## src/hw/uart_params.svh

```systemverilog
// Widths and constants for the UART subsystem
// Data word, FIFO address, baud counter and oversampling rate

`ifndef UART_PARAMS_SVH
`define UART_PARAMS_SVH

// Bits per serial data word
`define UART_NB_DATA 8

// FIFO address width, 32 entries
`define UART_NB_FIFO_ADDR 5

// Baud counter and tick compare width
`define UART_NB_COUNTER 9

// Ticks per serial bit
`define UART_OVERSAMPLE 16

`endif
```

## src/hw/uart_pkg.sv

```systemverilog
// Shared UART types
// Data word and serial frame state

`include "uart_params.svh"

package uart_pkg;

    // One byte on the serial line
    typedef logic [`UART_NB_DATA-1:0] data_t;

    // Frame phases, common to receiver and transmitter
    typedef enum logic [1:0] {
        IDLE  = 2'd0,   // Line high, waiting
        START = 2'd1,   // Start bit
        DATA  = 2'd2,   // Data bits, LSB first
        STOP  = 2'd3    // Stop bit
    } frame_state_e;

endpackage

```

## src/hw/uart_top.sv

```systemverilog
// UART subsystem top level
// Baud tick generator, receiver and transmitter with their FIFOs,
// and the registered receive-done pulse

`timescale 1ns/1ns
`include "uart_params.svh"

module uart_top (
    // Outputs
    output logic                        o_tx,         // Serial line out
    output logic                        o_tx_done,    // Frame sent
    output logic                        o_tx_empty,   // Transmit FIFO empty
    output logic                        o_tx_full,    // Transmit FIFO full
    output uart_pkg::data_t             o_rdata,      // Receive FIFO head
    output logic                        o_rx_done,    // Frame received, one cycle late
    output logic                        o_rx_empty,   // Receive FIFO empty
    output logic                        o_rx_full,    // Receive FIFO full

    // Inputs
    input  logic                        i_rx,         // Serial line in
    input  logic                        i_tx_start,   // Start one frame
    input  logic                        i_rd,         // Pop receive FIFO
    input  logic                        i_wr,         // Push transmit FIFO
    input  uart_pkg::data_t             i_wdata,
    input  logic [`UART_NB_COUNTER-1:0] i_tick_cmp,   // Baud tick period minus one
    input  logic                        i_rst,
    input  logic                        clk
);

    logic            tick;
    uart_pkg::data_t rx_data;
    logic            rx_done;
    logic            rx_done_q;
    uart_pkg::data_t tx_head;
    logic            tx_valid;
    logic            tx_pop;

    assign tx_valid = !o_tx_empty;

    baud_tick_gen u_baud_tick_gen (
        .o_tick     (tick),
        .i_tick_cmp (i_tick_cmp),
        .i_rst      (i_rst),
        .clk        (clk)
    );

    uart_rx u_uart_rx (
        .o_data    (rx_data),
        .o_rx_done (rx_done),
        .i_rx      (i_rx),
        .i_tick    (tick),
        .i_rst     (i_rst),
        .clk       (clk)
    );

    // Receive FIFO, written by the receiver, read by the host
    sync_fifo #(
        .NB_ADDR (`UART_NB_FIFO_ADDR)
    ) u_rx_fifo (
        .o_rdata (o_rdata),
        .o_empty (o_rx_empty),
        .o_full  (o_rx_full),
        .i_wr    (rx_done),
        .i_wdata (rx_data),
        .i_rd    (i_rd),
        .i_rst   (i_rst),
        .clk     (clk)
    );

    uart_tx u_uart_tx (
        .o_tx       (o_tx),
        .o_tx_done  (o_tx_done),
        .o_pop      (tx_pop),
        .i_data     (tx_head),
        .i_valid    (tx_valid),
        .i_tx_start (i_tx_start),
        .i_tick     (tick),
        .i_rst      (i_rst),
        .clk        (clk)
    );

    // Transmit FIFO, written by the host, popped on frame acceptance
    sync_fifo #(
        .NB_ADDR (`UART_NB_FIFO_ADDR)
    ) u_tx_fifo (
        .o_rdata (tx_head),
        .o_empty (o_tx_empty),
        .o_full  (o_tx_full),
        .i_wr    (i_wr),
        .i_wdata (i_wdata),
        .i_rd    (tx_pop),
        .i_rst   (i_rst),
        .clk     (clk)
    );

    // Delay by one so the pulse lines up with the FIFO write landing
    always_ff @(posedge clk) begin
        if (i_rst) begin
            rx_done_q <= 1'b0;
        end else begin
            rx_done_q <= rx_done;
        end
    end

    assign o_rx_done = rx_done_q;

endmodule

```

## src/hw/sync_fifo.sv

```systemverilog
// Synchronous first-word-fall-through FIFO
// Register array, read/write pointers and an occupancy count

`timescale 1ns/1ns
`include "uart_params.svh"

module sync_fifo #(
    parameter int NB_ADDR = `UART_NB_FIFO_ADDR    // Depth is 2**NB_ADDR
) (
    output uart_pkg::data_t o_rdata,              // Head entry, always visible
    output logic            o_empty,
    output logic            o_full,
    input  logic            i_wr,
    input  uart_pkg::data_t i_wdata,
    input  logic            i_rd,                 // Caller never reads when empty
    input  logic            i_rst,
    input  logic            clk
);

    localparam int DEPTH = 2 ** NB_ADDR;

    uart_pkg::data_t    mem [DEPTH];
    logic [NB_ADDR-1:0] wr_ptr;
    logic [NB_ADDR-1:0] rd_ptr;
    logic [NB_ADDR:0]   count;
    logic               wr_en;

    assign wr_en = i_wr && !o_full;   // Writes while full are dropped

    always_ff @(posedge clk) begin
        if (wr_en) begin
            mem[wr_ptr] <= i_wdata;
        end
    end

    always_ff @(posedge clk) begin
        if (i_rst) begin
            wr_ptr <= '0;
            rd_ptr <= '0;
            count  <= '0;
        end else begin
            if (wr_en) begin
                wr_ptr <= wr_ptr + 1'b1;
            end
            if (i_rd) begin
                rd_ptr <= rd_ptr + 1'b1;
            end
            case ({wr_en, i_rd})
                2'b10:   count <= count + 1'b1;
                2'b01:   count <= count - 1'b1;
                default: count <= count;       // Push and pop cancel out
            endcase
        end
    end

    assign o_rdata = mem[rd_ptr];
    assign o_empty = (count == '0);
    assign o_full  = (count == (NB_ADDR + 1)'(DEPTH));

endmodule

```

## src/hw/uart_tx.sv

```systemverilog
// UART transmitter
// Accepts a start strobe when idle and data is ready, pops the FIFO,
// then shifts start, 8 data bits LSB first and stop

`timescale 1ns/1ns
`include "uart_params.svh"

module uart_tx (
    output logic            o_tx,         // Serial line out
    output logic            o_tx_done,    // One-cycle pulse at end of stop bit
    output logic            o_pop,        // Pops the transmit FIFO head
    input  uart_pkg::data_t i_data,       // FIFO head
    input  logic            i_valid,      // FIFO not empty
    input  logic            i_tx_start,
    input  logic            i_tick,
    input  logic            i_rst,
    input  logic            clk
);

    localparam int NB_TICK = $clog2(`UART_OVERSAMPLE);
    localparam int NB_BIT  = $clog2(`UART_NB_DATA);

    localparam logic [NB_TICK-1:0] LAST_TICK = NB_TICK'(`UART_OVERSAMPLE - 1);
    localparam logic [NB_BIT-1:0]  LAST_BIT  = NB_BIT'(`UART_NB_DATA - 1);

    uart_pkg::frame_state_e state;
    logic [NB_TICK-1:0]     tick_cnt;
    logic [NB_BIT-1:0]      bit_cnt;
    logic                   tx_q;
    logic                   done_q;
    logic                   accept;
    logic                   bit_end;
    uart_pkg::data_t        shreg;

    // Busy or empty means the strobe is ignored
    assign accept  = (state == uart_pkg::IDLE) && i_tx_start && i_valid;
    assign bit_end = i_tick && (tick_cnt == LAST_TICK);

    always_ff @(posedge clk) begin
        if (i_rst) begin
            state    <= uart_pkg::IDLE;
            tick_cnt <= '0;
            bit_cnt  <= '0;
            tx_q     <= 1'b1;
            done_q   <= 1'b0;
        end else begin
            done_q <= 1'b0;
            if (i_tick && (state != uart_pkg::IDLE)) begin
                tick_cnt <= tick_cnt + 1'b1;     // Wraps every bit
            end
            case (state)
                uart_pkg::IDLE: begin
                    tx_q <= 1'b1;
                    if (accept) begin
                        state    <= uart_pkg::START;
                        tick_cnt <= '0;
                        tx_q     <= 1'b0;        // Start bit right away
                    end
                end
                uart_pkg::START: begin
                    if (bit_end) begin
                        state   <= uart_pkg::DATA;
                        bit_cnt <= '0;
                        tx_q    <= shreg[0];
                    end
                end
                uart_pkg::DATA: begin
                    if (bit_end) begin
                        if (bit_cnt == LAST_BIT) begin
                            state <= uart_pkg::STOP;
                            tx_q  <= 1'b1;
                        end else begin
                            bit_cnt <= bit_cnt + 1'b1;
                            tx_q    <= shreg[1];   // Next bit after the shift
                        end
                    end
                end
                uart_pkg::STOP: begin
                    if (bit_end) begin
                        state  <= uart_pkg::IDLE;
                        done_q <= 1'b1;
                    end
                end
                default: state <= uart_pkg::IDLE;
            endcase
        end
    end

    always_ff @(posedge clk) begin
        if (accept) begin
            shreg <= i_data;                     // Latch head before the pop lands
        end else if (bit_end && (state == uart_pkg::DATA)) begin
            shreg <= shreg >> 1;
        end
    end

    assign o_tx      = tx_q;
    assign o_tx_done = done_q;
    assign o_pop     = accept;

endmodule

```

## src/hw/uart_rx.sv

```systemverilog
// UART receiver, 16x oversampled
// Start bit confirmed at midpoint, data sampled LSB first,
// frame accepted only when the stop sample is high

`timescale 1ns/1ns
`include "uart_params.svh"

module uart_rx (
    output uart_pkg::data_t o_data,      // Last received byte
    output logic            o_rx_done,   // One-cycle pulse per good frame
    input  logic            i_rx,        // Serial line in
    input  logic            i_tick,      // Oversampling tick
    input  logic            i_rst,
    input  logic            clk
);

    localparam int NB_TICK = $clog2(`UART_OVERSAMPLE);
    localparam int NB_BIT  = $clog2(`UART_NB_DATA);

    localparam logic [NB_TICK-1:0] MID_TICK  = NB_TICK'(`UART_OVERSAMPLE / 2 - 1);
    localparam logic [NB_TICK-1:0] LAST_TICK = NB_TICK'(`UART_OVERSAMPLE - 1);
    localparam logic [NB_BIT-1:0]  LAST_BIT  = NB_BIT'(`UART_NB_DATA - 1);

    uart_pkg::frame_state_e state;
    logic [NB_TICK-1:0]     tick_cnt;
    logic [NB_BIT-1:0]      bit_cnt;
    logic [1:0]             rx_sync;    // Two-flop synchronizer on the line
    logic                   rx_s;
    logic                   done_q;
    uart_pkg::data_t        shreg;
    logic                   sample_data;

    assign rx_s = rx_sync[1];

    always_ff @(posedge clk) begin
        if (i_rst) begin
            rx_sync <= 2'b11;               // Idle line is high
        end else begin
            rx_sync <= {rx_sync[0], i_rx};
        end
    end

    // Midpoint of a data bit
    assign sample_data = i_tick && (state == uart_pkg::DATA) && (tick_cnt == LAST_TICK);

    always_ff @(posedge clk) begin
        if (i_rst) begin
            state    <= uart_pkg::IDLE;
            tick_cnt <= '0;
            bit_cnt  <= '0;
            done_q   <= 1'b0;
        end else begin
            done_q <= 1'b0;
            case (state)
                uart_pkg::IDLE: begin
                    if (!rx_s) begin        // Possible start edge
                        state    <= uart_pkg::START;
                        tick_cnt <= '0;
                    end
                end
                uart_pkg::START: begin
                    if (i_tick) begin
                        if (tick_cnt == MID_TICK) begin
                            // Glitch shorter than half a bit goes back to idle
                            state    <= rx_s ? uart_pkg::IDLE : uart_pkg::DATA;
                            tick_cnt <= '0;
                            bit_cnt  <= '0;
                        end else begin
                            tick_cnt <= tick_cnt + 1'b1;
                        end
                    end
                end
                uart_pkg::DATA: begin
                    if (i_tick) begin
                        tick_cnt <= tick_cnt + 1'b1;     // Wraps to zero at LAST_TICK
                        if (tick_cnt == LAST_TICK) begin
                            if (bit_cnt == LAST_BIT) begin
                                state <= uart_pkg::STOP;
                            end else begin
                                bit_cnt <= bit_cnt + 1'b1;
                            end
                        end
                    end
                end
                uart_pkg::STOP: begin
                    if (i_tick) begin
                        if (tick_cnt == LAST_TICK) begin
                            state  <= uart_pkg::IDLE;
                            done_q <= rx_s;              // Low stop sample drops the frame
                        end else begin
                            tick_cnt <= tick_cnt + 1'b1;
                        end
                    end
                end
                default: state <= uart_pkg::IDLE;
            endcase
        end
    end

    // Shift register, LSB arrives first
    always_ff @(posedge clk) begin
        if (sample_data) begin
            shreg <= {rx_s, shreg[`UART_NB_DATA-1:1]};
        end
    end

    assign o_data    = shreg;
    assign o_rx_done = done_q;

endmodule

```

## src/hw/baud_tick_gen.sv

```systemverilog
// Programmable baud tick generator
// One-cycle tick every i_tick_cmp+1 clocks

`timescale 1ns/1ns
`include "uart_params.svh"

module baud_tick_gen (
    output logic                          o_tick,       // Oversampling tick
    input  logic [`UART_NB_COUNTER-1:0]   i_tick_cmp,   // Wrap value of the counter
    input  logic                          i_rst,
    input  logic                          clk
);

    logic [`UART_NB_COUNTER-1:0] counter;
    logic                        tick_q;

    // Free-running counter, tick registered on the wrap
    always_ff @(posedge clk) begin
        if (i_rst) begin
            counter <= '0;
            tick_q  <= 1'b0;
        end else if (counter == i_tick_cmp) begin
            counter <= '0;
            tick_q  <= 1'b1;
        end else begin
            counter <= counter + 1'b1;
            tick_q  <= 1'b0;
        end
    end

    assign o_tick = tick_q;

endmodule

```

## config.mk

```make
export PLATFORM = sky130hd
export DESIGN_NAME = uart_top
export DESIGN_NICKNAME = d
export VERILOG_FILES = /design/src/hw/uart_pkg.sv /design/src/hw/uart_top.sv /design/src/hw/sync_fifo.sv /design/src/hw/uart_tx.sv /design/src/hw/uart_rx.sv /design/src/hw/baud_tick_gen.sv
export VERILOG_INCLUDE_DIRS = /design/src /design/src/hw
export SDC_FILE = /design/constraint.sdc
export NUM_CORES = 1
export LEC_CHECK = 0
export BUFFER_PORTS_ARGS = -buffer_cell sky130_fd_sc_hd__buf_4
export CAP_MARGIN = 40
export CORE_MARGIN = 3
export CORE_UTILIZATION = 60
export CTS_BUF_LIST = sky130_fd_sc_hd__clkbuf_4 sky130_fd_sc_hd__clkbuf_8
export DETAILED_ROUTE_END_ITERATION = 12
export GPL_TIMING_DRIVEN = 1
export PLACE_DENSITY = 0.77
export SYNTH_ARGS = -nofsm -noshare
export SYNTH_HDL_FRONTEND = slang
export SYNTH_SLANG_ARGS = --single-unit
```

## constraint.sdc

```tcl
create_clock -name clk -period 6.4 [get_ports clk]
set_input_delay 1.28 -clock clk [delete_from_list [all_inputs] [get_ports clk]]
set_output_delay 1.28 -clock clk [all_outputs]
set_load 0.02 [all_outputs]
```

* Word-level counts from Yosys, hierarchy flattened
Memories as Yosys holds them, arrays and structs flattened. A register that Yosys moved wholly into a read port is not among the register bits.
Cells that the tools add are included.
W data, S select, Z words.
** Storage, ports and cells
- Bits in registers :: 82
- RAM bits :: 512
- Bits of input ports :: 23
- Logic and storage cells :: 161
- Memories :: 2
** Cells by class
- $add $sub $neg :: 13
- Equality and inequality tests :: 34
- Mux-type cells :: 55
- Bitwise logic cells :: 4
- Reductions and logical operators :: 32
** Memories
- u_rx_fifo.mem :: words 32, bits a word 8, rd ports 1, clocked after Yosys merged registers in 1, write ports 1, RTL line sync_fifo.sv:22 : uart_pkg::data_t mem [DEPTH];
- u_tx_fifo.mem :: words 32, bits a word 8, rd ports 1, clocked after Yosys merged registers in 1, write ports 1, RTL line sync_fifo.sv:22
** Operators with widths (number)
- $mux W4 :: 9
- $mux W2 :: 14
- $mux W3 :: 8
- $pmux W6 S2 :: 2
- $add A5 B1 Y5 const B :: 4
- $mux W5 :: 4
- $ne A2 B2 Y1 const B :: 9
- $mux W8 :: 2
- $pmux W2 S4 :: 2
- $pmux W4 S4 :: 1
- $ne A2 B1 Y1 const B :: 7
- $add A6 B1 Y6 const B :: 2
- $eq A2 B2 Y1 const B :: 6
- $eq A6 B6 Y1 const B :: 2
- $logic_not A6 Y1 :: 2
- $pmux W3 S2 :: 2
- $reduce_bool A2 Y1 :: 6
- $sub A6 B1 Y6 const B :: 2
- $mux W1 :: 10
- $reduce_and A5 Y1 :: 2
- $add A9 B1 Y9 const B :: 1
- $eq A9 B9 Y1 :: 1
- $logic_and A1 B1 Y1 :: 9
- $add A4 B1 Y4 const B :: 2
- 16 further kinds :: 29

* Logic depth before layout (Yosys ltp)
Gate-level depths: netlist of the first run.
- Word-level depth :: 5
- Mapped depth :: 15
- Gate-level depth less buffers :: 12

* Hierarchy
From an unflattened synthesis of the first run, not the netlist that was laid out.
** Second synthesis, totals
- Cell total of the unflattened synthesis :: 1482
- Area, all modules :: 24594.8 um2
** By module, submodules not included
- sync_fifo :: instances 2, cells an instance 622, area each 11083.1 um2, sequential area each 8107.8 um2
- uart_tx :: instances 1, cells an instance 104, area each 991.0 um2, sequential area each 460.4 um2
- uart_rx :: instances 1, cells an instance 79, area each 890.9 um2, sequential area each 480.5 um2
- baud_tick_gen :: instances 1, cells an instance 52, area each 509.2 um2, sequential area each 200.2 um2
- uart_top :: instances 1, cells an instance 3, area each 37.5 um2, sequential area each 20.0 um2

* Least setup slack after synthesis of the first run
No wires, ideal clock.
- Path kind :: register to register
- From :: register u_tx_fifo.count[2]
- To :: register u_tx_fifo.count[4]
- Arrival :: 3.461 ns
- Data required time :: 6.268 ns
- Setup slack :: 2.807 ns
- Stages on the path, launching flop included :: 16
- Path buffers :: 3
- Cell sequence :: dfxtp_1 > clkbuf_1 > or4_4 > nor3_1 > nand3b_1 > inv_2 > buf_6 > ha_1 > clkbuf_1 > xor2_1 > ha_1 > a21oi_1 > o22ai_1 > a222oi_1 > or3_1 > a21oi_1
** Between the ends
- Word-level cells in the longest chain between the ends :: 5
- Elaborated cells between the ends (all ways) :: 12
- Those cells by class :: add/sub: 2; eq/ne: 3; mux: 1; reduce/logical: 6
** Ends and longest elaborated chain
- start, declared :: RTL line sync_fifo.sv:25 : logic [NB_ADDR:0] count;
- start signal, assigned :: RTL line sync_fifo.sv:49 : 2'b10: count <= count + 1'b1;
- start signal, assigned :: RTL line sync_fifo.sv:50 : 2'b01: count <= count - 1'b1;
- start signal, assigned :: RTL line sync_fifo.sv:51 : default: count <= count;
- $logic_not A6 Y1 * :: RTL line sync_fifo.sv:57 : assign o_empty = (count == '0);
- via o_tx_empty :: RTL line uart_top.sv:12 : output logic o_tx_empty,
- $logic_not A1 Y1 * :: RTL line uart_top.sv:38 : assign tx_valid = !o_tx_empty;
- $logic_and A1 B1 Y1 * :: RTL line uart_tx.sv:36 : assign accept = (state == uart_pkg::IDLE) && i_tx_start && i_valid;
- $eq A2 B1 Y1 / $eq A2 B2 Y1 (equally long branches) :: RTL line sync_fifo.sv:48 : case ({wr_en, i_rd})
- $pmux W6 S2 / $reduce_bool A2 Y1 (equally long branches)
Mark *: on every way through the listed nets, which the timed path passes. The rest lies on a longest branch.
A chain may end at the register's enable or synchronous reset.

==> results of run 1 <==
how the worst max path moves through the flow:
stage                                    startpoint  slack, ns                         endpoint  cells past startpoint
finish                                    flip-flop       1.72                       o_rdata[1]                      6
global route                              flip-flop       1.50                       o_rdata[1]                      6
CTS                                       flip-flop       1.65                       o_rdata[1]                      6
detailed placement                        flip-flop       2.38                       o_rdata[0]                      6
global placement                          flip-flop       2.14                       o_rdata[0]                      5
floorplan           u_tx_fifo.count[2]$_SDFFE_PP0P_       2.81  u_tx_fifo.count[4]$_SDFFE_PP0P_                     15
cells by family after synthesis:
| group | Yosys count |
|---|---|
| adder cells (fa/ha/maj) | 28 |
| AND/OR/NAND/NOR | 274 |
| flip-flops | 604 |
| AO/OA/AOI/OAI | 113 |
| XOR/XNOR | 45 |
| multiplexers | 182 |
| buffers and inverters | 92 |
flip-flops by register name, summed over array words and instances, names as in the netlist, 2 cells and up, named ones only:
name                     flops
u_uart_rx.bit_cnt            3
u_rx_fifo.count              6
u_uart_rx.o_data             8
u_tx_fifo.wr_ptr             5
u_rx_fifo.mem              256
u_uart_rx.rx_sync            2
u_uart_rx.tick_cnt           4
u_rx_fifo.rd_ptr             5
u_uart_tx.state              2
u_uart_tx.tick_cnt           4
u_uart_tx.shreg              8
u_tx_fifo.mem              256
u_tx_fifo.rd_ptr             5
u_uart_tx.bit_cnt            3
u_baud_tick_gen.counter      9
u_tx_fifo.count              6
u_rx_fifo.wr_ptr             5
metal layers:
metal / GRT usage (%) / vias up / share of wire, % / routed length (µm)
met5: 0 / - / 0 / 0
met4: 9.22 / 0 / 3.1 / 1460
met3: 4.41 / 95 / 6.3 / 3010
met2: 38.4 / 468 / 51 / 24300
met1: 30.9 / 6327 / 40 / 19000
li1: - / 5500 / - / -
cells in the final DEF, fill, tap and decap left out, types with 4 or more instances in the layout:
cell	instances
o221ai_1	4
clkbuf_4	36
xnor2_1	12
nand3b_1	14
nand3_1	7
or3_1	9
clkbuf_8	96
xor2_1	33
nand4_1	15
a22oi_1	6
ha_1	28
nor2b_1	14
o21ai_0	21
clkinvlp_4	4
a211oi_1	9
a21oi_1	29
dfxtp_1	72
nand2b_1	7
mux2i_1	17
inv_1	18
buf_4	56
clkinv_2	6
mux4_2	137
nand2_1	35
a211o_1	6
edfxtp_1	528
a31oi_1	5
nor2_1	130
clkinv_1	14
buf_16	8
bufinv_16	4
mux2_2	28
o22ai_1	12
nor3_1	17
or2_2	4
a21o_1	4
per-stage QoR:
stage               worst slack (ns)  hold slack [ns]  util [%]  cells
floorplan                       2.81            0.389         -   1338
global placement                2.14            0.409      63.4   1829
detailed placement              2.38            0.408      64.2   1850
CTS                             1.65            0.418      68.9   2011
global route                    1.50            0.423      68.9   2012
finish                          1.72            0.413      68.9   2012
report_power, final:
group | switching [µW] | internal [µW]
Clock | 1410 | 1750
Sequential | 117 | 4360
Combinational | 606 | 570
area by class of cell:
type	instances	area (µm²)	share of cell area, %
Clock buffer	132	1590	5.89
Tap cell	518	648	2.40
Timing Repair Buffer	68	687	2.54
Clock inverter	29	241	0.894
Inverter	19	71.3	0.264
Multi-Input combinational cell	642	6380	23.6
Sequential cell	604	17400	64.4
==> metrics.md, run 1 <==
| Metric | Value |
|---|---|
| Status | finished, final reports clean |
| Hold crit path type | flip-flop to flip-flop |
| CP startpoint kind | flip-flop |
| Die Y | between 200 and 250 µm |
| Tot Pwr | between 8000 and 9000 µW |
| Finished Cell Area | between 0.02 and 0.03 mm² |
| Minimum period implied by the final worst setup slack | 4.68 ns |
| Drt pass-1 iters | 5 |
| Post-DRT Antenna Nets | 0 |
| Via density | about 6 |
| First-pass GRT wire length | roughly 74000 µm |
| Clk sink count | around 600 |
| Worst flop-to-flop path startpoint | u_tx_fifo.count[0]$_SDFFE_PP0P_ |
| Yosys reg bits | 604 |
| Routability Congestion | between 0.8 and 0.9 |
| Hold depth | 1 |
| Worst Max-Slew Pin Slew | 0.920 ns |
| Worst Hold End | u_uart_rx.rx_sync[1]$_SDFF_PP1_ |
| DPL Wire Length | between 20000 and 30000 µm |
| Slew Limit Fails | 0 |
| DRC | 0 |
| Root buf cell | clkbuf_8 |
| Crit-path cells | buf_16, buf_4, mux4_2, mux4_2, mux2_2, buf_4 |
| Seq/Total Area, Yosys | between 70% and 80% |
| Ys flop type | edfxtp_1 |
| Slew HR | about two fifths |
| Initial DRC count | 1100 |
| Area grow syn2layout | 11.7% |
| Synth top area share | between 60 and 70% |
| Post-synthesis adder-cell area fraction | about 1.4% |
| Effective utilization at floorplan | between 60% and 70% |
| Cell with the most instances after synthesis | edfxtp_1 |
| FP Rows | 72 |
| Die width | approximately 210 µm |
| Synthesized area | 0.0242 mm² |
| Clk slew on worst S/H paths | 0.06 ns |
| Layout cells sized above 1 | a little over a quarter |
| R2R cell count | 12 |
| CP arrival | around 3.4 ns |
| Vias in the first global route | between 10000 and 15000 |
| CTS Buf Count | roughly 90 |
| WL final | roughly 48000 µm |
| Max H-tree Level | 3 |
| Tcrit/Tclk final | between 70% and 80% |
| # resized after CTS | 0 |
| Port Buf Inserts | 37 |
| Reg-to-reg slack, setup | approximately 2.7 ns |
| Final Hold Viols | 0 |
| Total gr overflow | 0 |
| Largest net degree at the start of global routing | slightly above 60 |
| Async set-reset flop share out of synthesis | 0% |
| CTS tree | yes |
| Pleak | 0.00865 µW |
| Post-CTS Hold Buffers | 0 |
| Pwr dens | 327 mW/mm² |
| Diodes inserted | 0 |
| Netlist cell types | 60 |
| Initial antenna violation count | 0 |
| Synth Area in XOR/XNOR | under 10% |
| Final #Nets | roughly 1500 |
| Post-CTS setup buffer count | 0 |
| Post-Synth Simple-Gate Area | between 5 and 6% |
| Via count | between 10000 and 15000 |
| Crit. End Element | primary output |
| Num ports | 38 |
| Mux cell area share after synthesis | between 10% and 20% |
| RSZ-0062 raised after global routing | false |
| Clock Skew | approximately 0.029 ns |
| Yosys warnings | 0 |
| Avg WL per Cell | roughly 24 µm |
| Required @ worst endpoint | 5.12 ns |
| Clock Tree Buf Depth | 3 |
| Largest area contributor in the netlist | edfxtp_1 |
| GRT Total Usage | a little under a quarter |
| Hold_sp | u_uart_rx.rx_sync[0]$_SDFF_PP1_ |
| Synth top area cells | edfxtp_1 66%, mux4_2 13%, dfxtp_1 6.3%, nor2_1 2.0%, ha_1 1.4% |
| Filler Cell Count | ~2400 |
| Die Area | about 0.043 mm² |
| Worst Path Buf+Inv | 3 |
| Worst-Skew Late Latency | between 0.6 and 0.7 ns |
| Placed cell areas | around 0.025 mm² |
| Synth Area in Compound Gates | between 3 and 4% |
| Syn Nets | between 1000 and 1500 |
| Worst VDD drop | between 0.2 and 0.3 mV |
| Largest family of logic cells by synthesized area | multiplexers |
| Slowest cell on crit path | dfxtp_4 |
| Crit-path leading delay family | multiplexers |
| Fin Setup TNS | 0 ns |
| Cells after Synth | 1338 |
| Final setup vio count | 0 |
| Slowest cell delay on critical path | between 0.5 and 0.6 ns |
| CP max FO | 36 |
| Type of the worst setup path | flip-flop to primary output |
| R2r endpoint | u_tx_fifo.count[4]$_SDFFE_PP0P_ |
| Core area | between 0.03 and 0.04 mm² |
| Commonest cells post-synth | 528 x edfxtp_1, 137 x mux4_2, 130 x nor2_1, 76 x dfxtp_1, 41 x clkbuf_1 |
| Post-synth EDFFs | between 500 and 600 |
| Syn avg cell area | approximately 18 µm² |
| MaxCap Viol Count | 0 |
| Max Clock Freq | ~0.21 GHz |
No activity file was read; power rests on OpenSTA's default activity.
==> run 2, diff against run 1 <==
==> constraint.sdc (replaced) <==
create_clock -name clk -period 4.42 [get_ports clk]
set_input_delay 0.884 -clock clk [delete_from_list [all_inputs] [get_ports clk]]
set_output_delay 0.884 -clock clk [all_outputs]
set_load 0.02 [all_outputs]
==> run 2 against run 1 <==
Against the previous run:
- final cell count grew 0.75%
- critical path depth shrank 1
- non-clock buffer count grew 11
- die area is the same
- count of clock-buffer cells in the layout shrank 6
- sequential share of layout area shrank 0.34 points
- via count grew 1.3%
- total power grew 46%
- clock power grew 48%
==> metrics.md, run 2 (same netlist as run 1, synthesis figures left out) <==
| Metric | Value |
|---|---|
| Post-CTS setup buffer count | 0 |
| Clk slew on worst S/H paths | approximately 0.060 ns |
| Layout cells sized above 1 | between 20% and 30% |
| Avg WL per Cell | between 20 and 25 µm |
| GRT Total Usage | 23.3% |
| MaxCap Viol Count | 0 |
| Effective utilization at floorplan | roughly 60% |
| Core area | 0.0392 mm² |
| Final Util | between 60% and 70% |
| Finished Cell Area | around 0.027 mm² |
| Total gr overflow | 0 |
| Worst flop-to-flop path startpoint | u_tx_fifo.count[0]$_SDFFE_PP0P_ |
| Port Buf Inserts | 37 |
| Die Y | just over 200 µm |
| Fin Setup TNS | 0 ns |
| DPL Wire Length | 30800 µm |
| Type of the worst setup path | flip-flop to primary output |
| DRC | 0 |
| R2r endpoint | u_tx_fifo.count[4]$_SDFFE_PP0P_ |
| Via count | roughly 13000 |
| Diodes inserted | 0 |
| Worst Max-Slew Pin Slew | 0.913 ns |
| CTS Buf Count | just over 90 |
| Worst VDD drop | roughly 0.33 mV |
| Clock share of power | approximately 36% |
| CTS tree | yes |
| DP Cell Count | ~1900 |
| Pleak | between 0.008 and 0.009 µW |
| CP arrival | 3.25 ns |
| R2R cell count | 12 |
| Slew Limit Fails | 0 |
| # resized after CTS | 0 |
| Worst hold-check slack | approximately 0.43 ns |
| Worst setup path end | o_rdata[0] |
| Clock Skew | 0.0169 ns |
| Die width | about 210 µm |
| Largest regs | u_rx_fifo.mem x256, u_tx_fifo.mem x256, u_baud_tick_gen.counter x9 |
| Worst-Skew Late Latency | 0.65 ns |
| Placed cell areas | 0.0253 mm² |
| Largest net degree at the start of global routing | 61 |
| Routability Congestion | between 0.8 and 0.9 |
| Fin cells | between 2000 and 2500 |
| CP max FO | 24 |
| NetSw | between 3000 and 4000 µW |
| Post-DRT Antenna Nets | 0 |
| Switching Share | ~24% |
| Area grow syn2layout | 12.3% |
| Initial antenna violation count | 0 |
| Clk sink count | roughly 600 |
| Crit. End Element | primary output |
| Die Area | approximately 0.043 mm² |
| Minimum period implied by the final worst setup slack | approximately 4.1 ns |
| Final setup vio count | 0 |
| Max Clock Freq | 0.242 GHz |
| Drt pass-1 iters | 7 |
| Final #Nets | roughly 1500 |
| Pwr dens | ~480 mW/mm² |
| Post-CTS Hold Buffers | 0 |
| Slew HR | roughly 40% |
| Reg-to-reg slack, setup | slightly below 0.8 ns |
| Max H-tree Level | 3 |
| Num ports | 38 |
| Most frequent cells in the layout | 528 x edfxtp_1, 137 x mux4_2, 130 x nor2_1 |
| Root buf cell | clkbuf_8 |
| Via density | around 6.2 |
| Flop pwr share | between 50% and 60% |
| Status | finished, final reports clean |
| Most common cell after layout, fill and taps aside | edfxtp_1 |
| First-pass GRT wire length | approximately 74000 µm |
| RSZ-0062 raised after global routing | false |
| Required @ worst endpoint | approximately 3.5 ns |
| FP Rows | 72 |
| Vias in the first global route | ~13000 |
| Internal | between 9000 and 10000 µW |
| Clock Tree Buf Depth | 3 |
| WL final | about 48000 µm |
| Initial DRC count | about 1200 |
| CP startpoint kind | flip-flop |
| Hold crit path type | flip-flop to flip-flop |
| Gate power share | about an eighth |
| Final Hold Viols | 0 |
| Tcrit/Tclk final | a little over nine tenths |
[run 2: stage by stage]
step | setup slack, ns | power (µW)
after global routing | 0.136 | 13400
after global placement | 0.880 | 8290
final | 0.282 | 12900
after CTS | 0.230 | 13000
after detailed placement | 0.799 | 8340
after floorplan | 0.827 | 7880
[run 2: worst max-delay path: stages (launching register included)]
cell     delay, ns
dfxtp_4       0.68
buf_4         0.36
mux4_2        0.58
mux4_2        0.52
mux2_2        0.29
buf_4         0.16
[run 2: how the worst min path moves through the flow]
stage	startpoint	end	depth (start not counted)
floorplan	u_uart_rx.rx_sync[0]$_SDFF_PP1_	u_uart_rx.rx_sync[1]$_SDFF_PP1_	1
global placement	u_uart_rx.rx_sync[0]$_SDFF_PP1_	u_uart_rx.rx_sync[1]$_SDFF_PP1_	1
detailed placement	u_uart_rx.rx_sync[0]$_SDFF_PP1_	u_uart_rx.rx_sync[1]$_SDFF_PP1_	1
CTS	i_rx	u_uart_rx.rx_sync[0]$_SDFF_PP1_	2
global route	i_rx	u_uart_rx.rx_sync[0]$_SDFF_PP1_	2
finish	u_uart_rx.rx_sync[0]$_SDFF_PP1_	u_uart_rx.rx_sync[1]$_SDFF_PP1_	1
[run 2: power groups by stage]
stage / Combinational (µW) / Clock, µW / Sequential [µW]
CTS: 1720 / 4750 / 6510
floorplan: 1390 / 0 / 6490
finish: 1710 / 4680 / 6510
global route: 1850 / 5020 / 6540
detailed placement: 1710 / 0 / 6630
global placement: 1670 / 0 / 6630
[run 2: final cells by class]
type	instances	area, µm²
Sequential cell	604	17400
Fill cell	2435	12000
Multi-Input combinational cell	642	6380
Clock buffer	126	1570
Timing Repair Buffer	79	773
Tap cell	518	648
Clock inverter	39	323
Inverter	19	71.3
[run 2: routing by layer]
layer  wire length [µm]  GRT usage (%)  vias up
li1                   -              -     5525
met5                  0              0        -
met4               1510           8.89        0
met1              18700           31.1     6430
met2              24500           39.3      499
met3               3080           3.89       97
==> run 3, diff against run 2 <==
--- a/config.mk
+++ b/config.mk
@@ -6,7 +6,7 @@
 export SDC_FILE = /design/constraint.sdc
 export NUM_CORES = 1
 export LEC_CHECK = 0
-export BUFFER_PORTS_ARGS = -buffer_cell sky130_fd_sc_hd__buf_4
+export BUFFER_PORTS_ARGS = -buffer_cell sky130_fd_sc_hd__buf_2
 export CAP_MARGIN = 40
 export CORE_MARGIN = 3
 export CORE_UTILIZATION = 60
==> run 3 against run 2 <==
Against the previous run:
- final cell count is essentially flat
- routed wire length is 0.26% lower
- final area down 0.82%
- clock skew increased by 0.013 ns
- hold slack worse by 0.011 ns
- total power is 1.5% lower
- global-route usage barely moved
- worst setup slack better by 0.19 ns
- critical endpoint unchanged
- register-to-register slack got worse by 0.08 ns
- via count decreased by 1.3%
==> metrics.md, run 3 (same netlist as run 1, synthesis figures left out) <==
| Metric | Value |
|---|---|
| Status | finished, final reports clean |
| Slowest cell on crit path | mux4_2 |
| Post-DRT Antenna Nets | 0 |
| FP Rows | a little over 70 |
| R2R cell count | 12 |
| Crit. End Element | primary output |
| Max H-tree Level | 3 |
| Flop pwr share | 51.1% |
| MaxCap Viol Count | 0 |
| DRC | 0 |
| Port Buf Inserts | 37 |
| CP max FO | 64 |
| Final #Nets | 1486 |
| CP startpoint kind | flip-flop |
| Pwr dens | about 470 mW/mm² |
| Finished Cell Area | 0.0269 mm² |
| Minimum period implied by the final worst setup slack | about 3.9 ns |
| Area grow syn2layout | 11.4% |
| Core area | ~0.04 mm² |
| Worst-Skew Late Latency | around 0.65 ns |
| R2r endpoint | u_tx_fifo.count[4]$_SDFFE_PP0P_ |
| Largest net degree at the start of global routing | 65 |
| CTS tree | yes |
| Effective utilization at floorplan | 61.7% |
| GRT Total Usage | a little under a quarter |
| First-pass GRT wire length | roughly 74000 µm |
| Clk slew on worst S/H paths | approximately 0.06 ns |
| Pleak | 0.00865 µW |
| Via count | between 10000 and 15000 |
| Clock share of power | between 30% and 40% |
| Slew Limit Fails | 0 |
| NetSw | about 3200 µW |
| Layout cells sized above 1 | 27.1% |
| Worst flop-to-flop path startpoint | u_tx_fifo.count[0]$_SDFFE_PP0P_ |
| Worst VDD drop | around 0.34 mV |
| Post-CTS setup buffer count | 0 |
| Reg-to-reg slack, setup | about 0.70 ns |
| Worst Path Buf+Inv | 2 |
| Largest regs | u_rx_fifo.mem x256, u_tx_fifo.mem x256, u_baud_tick_gen.counter x9 |
| RSZ-0062 raised after global routing | false |
| Final Hold Viols | 0 |
| Required @ worst endpoint | ~3.5 ns |
| Worst Hold End | u_uart_rx.rx_sync[1]$_SDFF_PP1_ |
| Vias in the first global route | between 10000 and 15000 |
| Slew HR | between 40% and 50% |
| Root buf cell | clkbuf_8 |
| Clock Skew | 0.0300 ns |
| Avg WL per Cell | 23.5 µm |
| Internal | 9530 µW |
| Clock Tree Buf Depth | 3 |
| Initial antenna violation count | 0 |
| Drt pass-1 iters | 5 |
| CTS Buf Count | 93 |
| Die width | 207 µm |
| Final setup vio count | 0 |
| Worst Max-Slew Pin Slew | around 0.88 ns |
| Crit-path cells | buf_12, mux4_2, mux4_2, mux2_2, buf_2 |
| Initial DRC count | 1025 |
| Most common cell on crit path | mux4_2 |
| Die Area | between 0.04 and 0.05 mm² |
| Hold depth | 1 |
| Die Y | roughly 210 µm |
| DPL Wire Length | 29800 µm |
| Diodes inserted | 0 |
| Gate power share | between 10% and 20% |
| Fin Setup TNS | 0 ns |
| Placed cell areas | between 0.02 and 0.03 mm² |
| WL final | roughly 48000 µm |
| Type of the worst setup path | flip-flop to primary output |
| Tcrit/Tclk final | 89.2% |
| # resized after CTS | 0 |
| Max Clock Freq | roughly 0.25 GHz |
| Hold_sp | u_uart_rx.rx_sync[0]$_SDFF_PP1_ |
| Slowest cell delay on critical path | 0.61 ns |
| Routability Congestion | 0.793 |
| Post-CTS Hold Buffers | 0 |
| Crit-path leading delay family | multiplexers |
| Most common cell after layout, fill and taps aside | edfxtp_1 |
| Hold crit path type | flip-flop to flip-flop |
| CP arrival | ~3.1 ns |
| Total gr overflow | 0 |
| Switching Share | about 25% |
| Via density | approximately 6 |
| Most frequent cells in the layout | 528 x edfxtp_1, 137 x mux4_2, 130 x nor2_1 |
| Clk sink count | 604 |
| Num ports | 38 |
-- run 3: worst max-delay path by stage --
stage / startpoint / endpoint / slack [ns] / depth (start not counted)
floorplan: u_tx_fifo.count[2]$_SDFFE_PP0P_ / u_tx_fifo.count[4]$_SDFFE_PP0P_ / 0.83 / 15
global placement: u_tx_fifo.count[0]$_SDFFE_PP0P_ / u_tx_fifo.count[4]$_SDFFE_PP0P_ / 0.85 / 12
detailed placement: u_tx_fifo.count[0]$_SDFFE_PP0P_ / u_tx_fifo.count[4]$_SDFFE_PP0P_ / 0.73 / 12
CTS: flip-flop / o_rdata[7] / 0.42 / 5
global route: flip-flop / o_rdata[0] / 0.34 / 5
finish: flip-flop / o_rdata[0] / 0.48 / 5
-- run 3: power groups by stage --
stage          combinational (µW)  sequential, µW  clock, µW
2_1_floorplan                1390            6490          0
3_3_place_gp                 1670            6610          0
3_5_place_dp                 1710            6620          0
4_1_cts                      1720            6500       4580
5_1_grt                      1850            6520       4840
6_report                     1710            6500       4500
-- run 3: layer usage --
metal,track usage (%),up-vias,share of wire [%]
met5,0,-,0
met4,7.27,0,2.5
met3,4.22,93,5.6
met2,39.2,420,52
met1,31.6,6341,40
li1,-,5530,-
-- run 3: worst register-to-register path, stage by stage, from the launching register on --
cell      delay (ns)
dfxtp_1         0.39
or4_4           0.58
nor3_1          0.18
nand3b_1        0.41
inv_2           0.25
ha_1            0.36
xor2_1          0.18
ha_1            0.19
a21oi_1         0.26
o22ai_1         0.16
a222oi_1        0.41
or3_1           0.16
a21oi_1         0.06
-- run 3: final cells by class --
type | count | area [µm²]
flip-flops and latches | 604 | 17400
fillers | 2454 | 12300
multi-input cells | 642 | 6380
clock buffers | 126 | 1550
well taps | 518 | 648
repair buffers | 75 | 619
clock inverters | 44 | 273
inverters | 19 | 71.3
-- run 3: metrics by stage --
step                      total power [µW]  hold WS (ns)  instances  setup slack [ns]  util (%)
final                                12700         0.414       2028             0.475      68.7
after global routing                 13200         0.399       2028             0.335      68.7
after CTS                            12800         0.379       2028             0.424      68.7
after detailed placement              8330         0.407       1858             0.726      64.1
after global placement                8280         0.393       1832             0.846      63.3
after floorplan                       7880         0.389       1338             0.827         -
